## src/common/matching_pkg.sv

```systemverilog
// Sizes, payload structs and issue states shared by every block of the matching stage
`default_nettype none

package matching_pkg;

	// Loop buffer sizing
	localparam int LOOP_DEPTH = 16;
	localparam int LOOP_LIMIT = 8;

	// Byte distance between the two instructions of a fetched pair
	localparam int PC_STEP = 4;

	// Width of the registered and committed counters
	localparam int TRACK_WIDTH = 8;

	typedef logic [31:0] word_t;
	typedef logic [4:0] reg_idx_t;
	typedef logic [4:0] cmd_t;
	typedef logic [3:0] cc_t;

	// One-hot select of the execution unit
	typedef logic [9:0] ex_unit_t;

	// Occupancy needs one bit more than the pointer to hold a full buffer
	typedef logic [$clog2(LOOP_DEPTH):0] buf_count_t;

	typedef logic [2:0] commit_offset_t;
	typedef logic [1:0] issue_count_t;
	typedef logic [TRACK_WIDTH-1:0] track_count_t;

	// Decoded payload, carried through the stage untouched
	typedef struct packed {
		cmd_t cmd;
		cc_t cc;
		reg_idx_t source0;
		word_t source1;
		logic source1_imm;
		reg_idx_t destination;
		logic writeback;
		logic flags_writeback;
		ex_unit_t ex_unit;
	} op_t;

	typedef struct packed {
		logic valid;
		logic commit_wait;
		op_t op;
	} slot_t;

	// One loop buffer entry, pc belongs to slot 0
	typedef struct packed {
		slot_t slot0;
		slot_t slot1;
		word_t pc;
	} pair_t;

	// Lane pc is the pc of the instruction on lane 0
	typedef struct packed {
		logic lane0_valid;
		op_t lane0_op;
		logic lane1_valid;
		op_t lane1_op;
		word_t pc;
	} issue_t;

	typedef enum logic [1:0] {
		ISSUE_PAIR,
		ISSUE_WAIT_SLOT0,
		ISSUE_WAIT_SLOT1
	} issue_state_e;

endpackage

`default_nettype wire

```

## src/loop_buffer/loop_buffer.sv

```systemverilog
// Show-ahead FIFO of fetched instruction pairs feeding the issue logic of the matching stage
`default_nettype none
`timescale 1ns/10ps

module loop_buffer (
	input wire iCLOCK,
	input wire inRESET,
	input wire flush,
	input wire wr_valid,
	input wire matching_pkg::pair_t wr_pair,
	input wire pop,
	output matching_pkg::pair_t head,
	output logic empty,
	output logic full,
	output logic fetch_limit
);

	// Pair storage
	matching_pkg::pair_t mem [matching_pkg::LOOP_DEPTH];

	logic [$clog2(matching_pkg::LOOP_DEPTH)-1:0] wr_ptr;
	logic [$clog2(matching_pkg::LOOP_DEPTH)-1:0] rd_ptr;
	matching_pkg::buf_count_t count;

	logic do_write;
	logic do_read;

	// A pair offered while full is dropped here and held by fetch
	assign do_write = wr_valid && !full;
	assign do_read = pop && !empty;

	always_ff @(posedge iCLOCK) begin
		if (do_write) begin
			mem[wr_ptr] <= wr_pair;
		end
	end

	always_ff @(posedge iCLOCK or negedge inRESET) begin
		if (!inRESET) begin
			wr_ptr <= '0;
			rd_ptr <= '0;
			count <= '0;
		end
		else if (flush) begin
			// Restart drops every queued pair
			wr_ptr <= '0;
			rd_ptr <= '0;
			count <= '0;
		end
		else begin
			if (do_write) begin
				wr_ptr <= wr_ptr + 1'b1;
			end
			if (do_read) begin
				rd_ptr <= rd_ptr + 1'b1;
			end
			case ({do_write, do_read})
				2'b10: begin
					count <= count + 1'b1;
				end
				2'b01: begin
					count <= count - 1'b1;
				end
				default: begin
					count <= count;
				end
			endcase
		end
	end

	// Show-ahead read straight from storage
	assign head = mem[rd_ptr];

	assign empty = (count == '0);
	assign full = (count == matching_pkg::buf_count_t'(matching_pkg::LOOP_DEPTH));

	// Asks fetch to slow down well before the buffer fills
	assign fetch_limit = (count >= matching_pkg::buf_count_t'(matching_pkg::LOOP_LIMIT));

	// Issue control must only pop a real head entry
	pop_not_empty: assert property (
		@(posedge iCLOCK) disable iff (!inRESET)
		!(pop && empty)
	) else $error("loop buffer popped while empty");

endmodule

`default_nettype wire

```

## src/source/issue_control.sv

```systemverilog
// Issue FSM of the matching stage; picks lanes from the buffer head and serializes commit-wait ops
`default_nettype none
`timescale 1ns/10ps

module issue_control (
	input wire iCLOCK,
	input wire inRESET,
	input wire free_default,
	input wire matching_pkg::pair_t head,
	input wire empty,
	input wire next_lock,
	input wire drained,
	output logic pop,
	output matching_pkg::issue_count_t issue_count,
	output matching_pkg::issue_t next
);

	matching_pkg::issue_state_e state;
	matching_pkg::issue_state_e state_next;

	logic blocked;
	logic slot1_plain;
	logic slot1_wait;
	logic lane0_valid;
	logic lane1_valid;

	// Nothing moves without a head entry or while the next stage is locked
	assign blocked = empty || next_lock;

	// An invalid slot 1 is neither plain nor waiting
	assign slot1_plain = head.slot1.valid && !head.slot1.commit_wait;
	assign slot1_wait = head.slot1.valid && head.slot1.commit_wait;

	always_comb begin
		lane0_valid = 1'b0;
		lane1_valid = 1'b0;
		pop = 1'b0;
		state_next = state;
		case (state)
			matching_pkg::ISSUE_PAIR: begin
				if (!empty && head.slot0.commit_wait) begin
					// Slot 0 must wait for the pipeline to drain
					state_next = matching_pkg::ISSUE_WAIT_SLOT0;
				end
				else if (!blocked) begin
					lane0_valid = 1'b1;
					lane1_valid = slot1_plain;
					// Keep the head when slot 1 still has to go alone
					pop = !slot1_wait;
					if (slot1_wait) begin
						state_next = matching_pkg::ISSUE_WAIT_SLOT1;
					end
				end
			end
			matching_pkg::ISSUE_WAIT_SLOT0: begin
				if (!blocked && drained) begin
					lane0_valid = 1'b1;
					lane1_valid = slot1_plain;
					pop = !slot1_wait;
					if (slot1_wait) begin
						state_next = matching_pkg::ISSUE_WAIT_SLOT1;
					end
					else begin
						state_next = matching_pkg::ISSUE_PAIR;
					end
				end
			end
			matching_pkg::ISSUE_WAIT_SLOT1: begin
				// Slot 1 goes alone on lane 0 after slot 0 has left
				if (!blocked && drained) begin
					lane0_valid = 1'b1;
					pop = 1'b1;
					state_next = matching_pkg::ISSUE_PAIR;
				end
			end
			default: begin
				state_next = matching_pkg::ISSUE_PAIR;
			end
		endcase
	end

	always_ff @(posedge iCLOCK or negedge inRESET) begin
		if (!inRESET) begin
			state <= matching_pkg::ISSUE_PAIR;
		end
		else if (free_default) begin
			state <= matching_pkg::ISSUE_PAIR;
		end
		else begin
			state <= state_next;
		end
	end

	// Lane 0 payload comes from slot 1 only in the slot 1 wait state
	always_comb begin
		next.lane0_valid = lane0_valid;
		next.lane1_valid = lane1_valid;
		next.lane1_op = head.slot1.op;
		if (state == matching_pkg::ISSUE_WAIT_SLOT1) begin
			next.lane0_op = head.slot1.op;
			next.pc = head.pc + matching_pkg::word_t'(matching_pkg::PC_STEP);
		end
		else begin
			next.lane0_op = head.slot0.op;
			next.pc = head.pc;
		end
	end

	// Count of instructions handed over this cycle
	assign issue_count = matching_pkg::issue_count_t'(lane0_valid) +
		matching_pkg::issue_count_t'(lane1_valid);

	// The slot 1 wait state stays on the head entry that caused it
	slot1_wait_holds_head: assert property (
		@(posedge iCLOCK) disable iff (!inRESET)
		!empty && state == matching_pkg::ISSUE_WAIT_SLOT1 |->
			head.slot1.valid && head.slot1.commit_wait
	) else $error("slot 1 wait state without a commit-wait slot 1 at the head");

endmodule

`default_nettype wire

```

## src/source/commit_tracker.sv

```systemverilog
// Counts issued and committed instructions so the issue FSM knows when the pipeline is drained
`default_nettype none
`timescale 1ns/10ps

module commit_tracker (
	input wire iCLOCK,
	input wire inRESET,
	input wire restart,
	input wire matching_pkg::issue_count_t issue_count,
	input wire matching_pkg::commit_offset_t commit_offset,
	output logic drained
);

	matching_pkg::track_count_t regist_count;
	matching_pkg::track_count_t commit_count;
	matching_pkg::track_count_t outstanding;

	// Both counters wrap, only their difference matters
	always_ff @(posedge iCLOCK or negedge inRESET) begin
		if (!inRESET) begin
			regist_count <= '0;
			commit_count <= '0;
		end
		else if (restart) begin
			regist_count <= '0;
			commit_count <= '0;
		end
		else begin
			regist_count <= regist_count + matching_pkg::track_count_t'(issue_count);
			commit_count <= commit_count + matching_pkg::track_count_t'(commit_offset);
		end
	end

	// Instructions issued but not yet committed
	assign outstanding = regist_count - commit_count;

	assign drained = (outstanding == '0);

	// Commits never overtake issues, so the gap stays in the lower half
	commit_behind_issue: assert property (
		@(posedge iCLOCK) disable iff (!inRESET)
		!outstanding[matching_pkg::TRACK_WIDTH-1]
	) else $error("committed count ran ahead of issued count");

endmodule

`default_nettype wire

```

## src/source/matching.sv

```systemverilog
// Matching stage top; queues fetched pairs and issues them in order on two lanes
`default_nettype none
`timescale 1ns/10ps

module matching (
	input wire iCLOCK,
	input wire inRESET,
	input wire free_default,
	input wire free_restart,
	input wire matching_pkg::commit_offset_t commit_offset,
	input wire matching_pkg::pair_t previous,
	input wire next_lock,
	output wire previous_lock,
	output wire fetch_limit,
	output wire matching_pkg::issue_t next
);

	// Loop buffer to issue control
	matching_pkg::pair_t head;
	logic empty;
	logic full;

	// Issue control to buffer and tracker
	logic pop;
	matching_pkg::issue_count_t issue_count;

	// Tracker back to issue control
	logic drained;

	// Fetch is held while every entry is taken
	assign previous_lock = full;

	// Slot 0 is always valid in a real pair
	loop_buffer i_loop_buffer (
		.iCLOCK(iCLOCK),
		.inRESET(inRESET),
		.flush(free_restart),
		.wr_valid(previous.slot0.valid),
		.wr_pair(previous),
		.pop(pop),
		.head(head),
		.empty(empty),
		.full(full),
		.fetch_limit(fetch_limit)
	);

	issue_control i_issue_control (
		.iCLOCK(iCLOCK),
		.inRESET(inRESET),
		.free_default(free_default),
		.head(head),
		.empty(empty),
		.next_lock(next_lock),
		.drained(drained),
		.pop(pop),
		.issue_count(issue_count),
		.next(next)
	);

	// Restart also clears the in-flight count
	commit_tracker i_commit_tracker (
		.iCLOCK(iCLOCK),
		.inRESET(inRESET),
		.restart(free_restart),
		.issue_count(issue_count),
		.commit_offset(commit_offset),
		.drained(drained)
	);

endmodule

`default_nettype wire

```

## config.mk

```make
export PLATFORM = sky130hd
export DESIGN_NAME = matching
export DESIGN_NICKNAME = d
export VERILOG_FILES = /design/src/common/matching_pkg.sv /design/src/loop_buffer/loop_buffer.sv /design/src/source/issue_control.sv /design/src/source/commit_tracker.sv /design/src/source/matching.sv
export SDC_FILE = /design/constraint.sdc
export NUM_CORES = 2
export LEC_CHECK = 0
export BUFFER_PORTS_ARGS = -buffer_cell sky130_fd_sc_hd__clkbuf_2
export CAP_MARGIN = 20
export CORE_ASPECT_RATIO = 1.75
export CORE_MARGIN = 2
export CORE_UTILIZATION = 40
export DETAILED_ROUTE_END_ITERATION = 10
export HOLD_SLACK_MARGIN = 0.08
export SYNTH_ARGS = -nofsm -noshare
export SYNTH_HDL_FRONTEND = slang
export SYNTH_SLANG_ARGS = --single-unit
```

## constraint.sdc

```tcl
create_clock -name iCLOCK -period 20.3 [get_ports iCLOCK]
set_clock_uncertainty 0.05 [all_clocks]
set_input_delay 3.045 -clock iCLOCK [delete_from_list [all_inputs] [get_ports iCLOCK]]
set_output_delay 3.045 -clock iCLOCK [all_outputs]
set_load 0.01 [all_outputs]
```

==> reports/results.tsv <==
metric	value	unit
count_of_routing_violations_after_the_opening_detailed_route_iteration	4266	
finalPower	11300	uW
rsz_0062_raised_after_global_routing	no	
detail_route.wl_per_cell	30.6	microns
pwr-share-comb	6.2	%
worst_setup_path_end_kind	primary output	
worst-path-max-fanout	124	
timing.setup.tns	0	ns
post-cts-setup-buffer-count	0	
cts.hold.buffers_added	0	
pwr-share-seq	53.6	%
grt_max_degree	125	
power_switching	2450	uW
viasPerCell	5.80	
run_status	finished, final reports clean	
first_global_vias	53046	
timing_worst_slew_pin_value	1.31	ns
detail_route.drc_violations	0	
design.final.nets	5550	
power_frac_clock	40.2	%
i_o_pins	336	
cap_viol_max_count	0	
htreeDepth	4	
die_w	387	microns
tritoncts	yes	
post-route-worst-setup-slack	10.13	ns
clock_tree.root_cell	sky130_fd_sc_hd__clkbuf_16	
p_int	8900	uW
worst_setup_hold_path_clk_slew	0.06	ns
detail_route.wirelength	273	mm
report.final.slew_viol_count	0	
min_path_type	reg2reg	
switching_share	21.6	%
core_area	256000	sq um
floorplan.initialDensity	40.1	%
max_freq	98.3	MHz
timing.critical_path.arrival	7.08	ns
final.min_clock_period	10.17	ns
overflow	0	
criticalPathCategory	reg2out	
maxSlewHeadroom	12.7	%
number_of_warnings_printed_during_yosys_synthesis	0	
fp.dieArea	261000	sq um
postSynthNetCount	5163	
firstDrtPassIters	6	
avg_inst_size_synth	20.7	sq um
crit_required	17.20	ns
numCtsBuffers	239	
setup-violations-final	0	
peak_supply_drop	0.0000823	V
finalHoldViolCount	0	
postSynth.asyncResetShare	1.17	%
clock_sink_count	2639	
yosys.cell_types.count	73	
drive_above_1_share	22.4	%
num_rows	246	
place.gp.congestion	0.778	
groute.usage.overall	20.6	%
cp-start-kind	flop	
fin_crit_sh	50.1	%
multi_input_area	22000	sq um
antenna_violations_before_repair	62	
clock_path_buffers	4	
dp_worst_setup_slack	10.91	ns
postSynthRegisterBits	2639	
power.leakage	0.0354	uW
grt_pass1_wl	388	mm
fill_cells	21455	
drtAntennaViolNets	0	
dieHeight	674	microns
hpwl_detailed	148	mm
vias	51672	
synth-edff-count	2608	
ys_dominant_reg_cell	sky130_fd_sc_hd__edfxtp_1	
flow.area_growth_from_synthesis	12.8	%
ff_latch_area	79100	sq um
p_per_area	98.0	nW/um^2
synth_cells	4964	
ctsResizeCount	0	
skew_pair_late_insertion_delay	0.90	ns
buffer_ports.inserted	335	
yosysSeqAreaShare	77.0	%
syn-cell-area	103000	sq um
## worst max-delay path, stage by stage, from the launching register on
cell and delay [ns]:
sky130_fd_sc_hd__dfrtp_4 0.91, sky130_fd_sc_hd__buf_12 0.75, sky130_fd_sc_hd__buf_12 0.64, sky130_fd_sc_hd__buf_4 0.91, sky130_fd_sc_hd__mux4_1 0.43, sky130_fd_sc_hd__a22o_1 0.16, sky130_fd_sc_hd__a221o_1 0.22, sky130_fd_sc_hd__nand4_1 0.24
sky130_fd_sc_hd__nand3b_1 0.32, sky130_fd_sc_hd__nor4_4 0.65, sky130_fd_sc_hd__nand3b_1 0.21, sky130_fd_sc_hd__xnor2_1 0.20, sky130_fd_sc_hd__clkbuf_2 0.16
## power by group through the flow
stage	registers, uW	logic (uW)	clock network (uW)
finish	6090	704	4560
global route	6090	757	4850
CTS	6090	722	4660
detailed placement	6200	720	0
global placement	6200	709	0
floorplan	6210	408	0
## kinds of logic after synthesis
kind of cell | share of synthesized area [%]
AOI/OAI and AO/OA | 4.65
xor gates and xnor gates | 0.418
buffers and inverters | 1.62
and+or+nand+nor | 1.53
adders and majority gates | 0.351
muxes | 14.4
DFF | 77.0
## cell usage after synthesis (13+ instances only)
cell type	number	area, sq um
sky130_fd_sc_hd__mux4_1	14	368
sky130_fd_sc_hd__nand2_1	125	469
sky130_fd_sc_hd__mux4_2	402	9050
sky130_fd_sc_hd__edfxtp_1	2608	78300
sky130_fd_sc_hd__a22oi_1	112	841
sky130_fd_sc_hd__buf_2	59	295
sky130_fd_sc_hd__nor2b_1	13	81.3
sky130_fd_sc_hd__buf_4	43	323
sky130_fd_sc_hd__inv_1	22	82.6
sky130_fd_sc_hd__dfrtp_1	31	776
sky130_fd_sc_hd__a221oi_1	238	2080
sky130_fd_sc_hd__clkbuf_1	144	541
sky130_fd_sc_hd__mux2_2	17	191
sky130_fd_sc_hd__o21ai_0	185	926
sky130_fd_sc_hd__mux2i_1	517	5170
sky130_fd_sc_hd__buf_6	14	158
sky130_fd_sc_hd__a31oi_1	65	407
sky130_fd_sc_hd__nor3_1	14	70.1
sky130_fd_sc_hd__xor2_1	24	210
sky130_fd_sc_hd__ha_1	24	300
sky130_fd_sc_hd__xnor2_1	25	219
sky130_fd_sc_hd__buf_1	15	56.3
sky130_fd_sc_hd__nor2_1	104	390
## cell usage in the layout (no fill, tap or decap), types with 5 or more instances in the layout
| master | instances |
|---|---|
| sky130_fd_sc_hd__a21oi_1 | 12 |
| sky130_fd_sc_hd__a221oi_1 | 238 |
| sky130_fd_sc_hd__a221oi_2 | 8 |
| sky130_fd_sc_hd__a22o_1 | 5 |
| sky130_fd_sc_hd__a22oi_1 | 112 |
| sky130_fd_sc_hd__a31oi_1 | 65 |
| sky130_fd_sc_hd__and2_1 | 7 |
| sky130_fd_sc_hd__and3_4 | 7 |
| sky130_fd_sc_hd__buf_12 | 13 |
| sky130_fd_sc_hd__buf_4 | 83 |
| sky130_fd_sc_hd__bufinv_16 | 33 |
| sky130_fd_sc_hd__clkbuf_1 | 43 |
| sky130_fd_sc_hd__clkbuf_16 | 239 |
| sky130_fd_sc_hd__clkbuf_2 | 335 |
| sky130_fd_sc_hd__clkinv_1 | 50 |
| sky130_fd_sc_hd__clkinv_2 | 36 |
| sky130_fd_sc_hd__clkinv_4 | 6 |
| sky130_fd_sc_hd__clkinvlp_4 | 10 |
| sky130_fd_sc_hd__dfrtp_1 | 27 |
| sky130_fd_sc_hd__diode_2 | 20 |
| sky130_fd_sc_hd__edfxtp_1 | 2608 |
| sky130_fd_sc_hd__ha_1 | 23 |
| sky130_fd_sc_hd__inv_1 | 20 |
| sky130_fd_sc_hd__inv_6 | 6 |
| sky130_fd_sc_hd__mux2_2 | 17 |
| sky130_fd_sc_hd__mux2i_1 | 517 |
| sky130_fd_sc_hd__mux4_1 | 14 |
| sky130_fd_sc_hd__mux4_2 | 402 |
| sky130_fd_sc_hd__nand2_1 | 125 |
| sky130_fd_sc_hd__nand2b_1 | 8 |
| sky130_fd_sc_hd__nand3_1 | 12 |
| sky130_fd_sc_hd__nand4_1 | 6 |
| sky130_fd_sc_hd__nor2_1 | 103 |
| sky130_fd_sc_hd__nor2b_1 | 10 |
| sky130_fd_sc_hd__nor3_1 | 13 |
| sky130_fd_sc_hd__o21ai_0 | 185 |
| sky130_fd_sc_hd__xnor2_1 | 25 |
| sky130_fd_sc_hd__xor2_1 | 24 |
## layout make-up
type                    instances  share of cell area (%)
diodes                         20                  0.0432
clock buffers                 283                    5.31
clock inverters               145                    1.41
inverters                      23                  0.0832
multi-input cells            2016                    19.0
flip-flops and latches       2639                    68.3
well taps                    3348                    3.62
repair buffers                432                    2.23
## layer usage
layer	track usage, %	vias up	wire (microns)
met5	0	-	301
met4	6.12	44	7180
met3	3.60	420	17000
met2	37.0	1618	144000
met1	25.4	27963	104000
li1	-	21627	-
## sequential cells by signal (all words and copies together), names as in the netlist
name and count:
i_loop_buffer.count 5, i_commit_tracker.regist_count 8, i_loop_buffer.wr_ptr 4, i_loop_buffer.mem 2608
i_commit_tracker.commit_count 8, i_loop_buffer.rd_ptr 4, i_issue_control.state 2
## final timing paths
kind	cells after the start	from	slack (ns)	end
max in group asynchronous	1	inRESET	17.31	i_loop_buffer.rd_ptr[3]
min	2	i_commit_tracker.regist_count[7]	0.51	i_commit_tracker.regist_count[7]
min in group asynchronous	1	inRESET	2.21	i_commit_tracker.regist_count[6]
min reg2reg	2	i_commit_tracker.regist_count[7]	0.51	i_commit_tracker.regist_count[7]
max	12	i_loop_buffer.rd_ptr[0]	10.13	next[29]
max reg2reg	13	i_loop_buffer.rd_ptr[0]	15.37	i_loop_buffer.count[4]
## per-stage QoR
step           area (sq um)  instances  util (%)  hold WS [ns]
3_3_place_gp         108000       8457      42.2         0.493
2_1_floorplan        103000       4964         -         0.472
6_report             116000       8906      45.3         0.509
5_1_grt              116000       8894      45.3         0.551
4_1_cts              116000       8885      45.3         0.514
3_5_place_dp         108000       8457      42.2         0.495
Note: power is estimated with default switching activity, not from simulation.
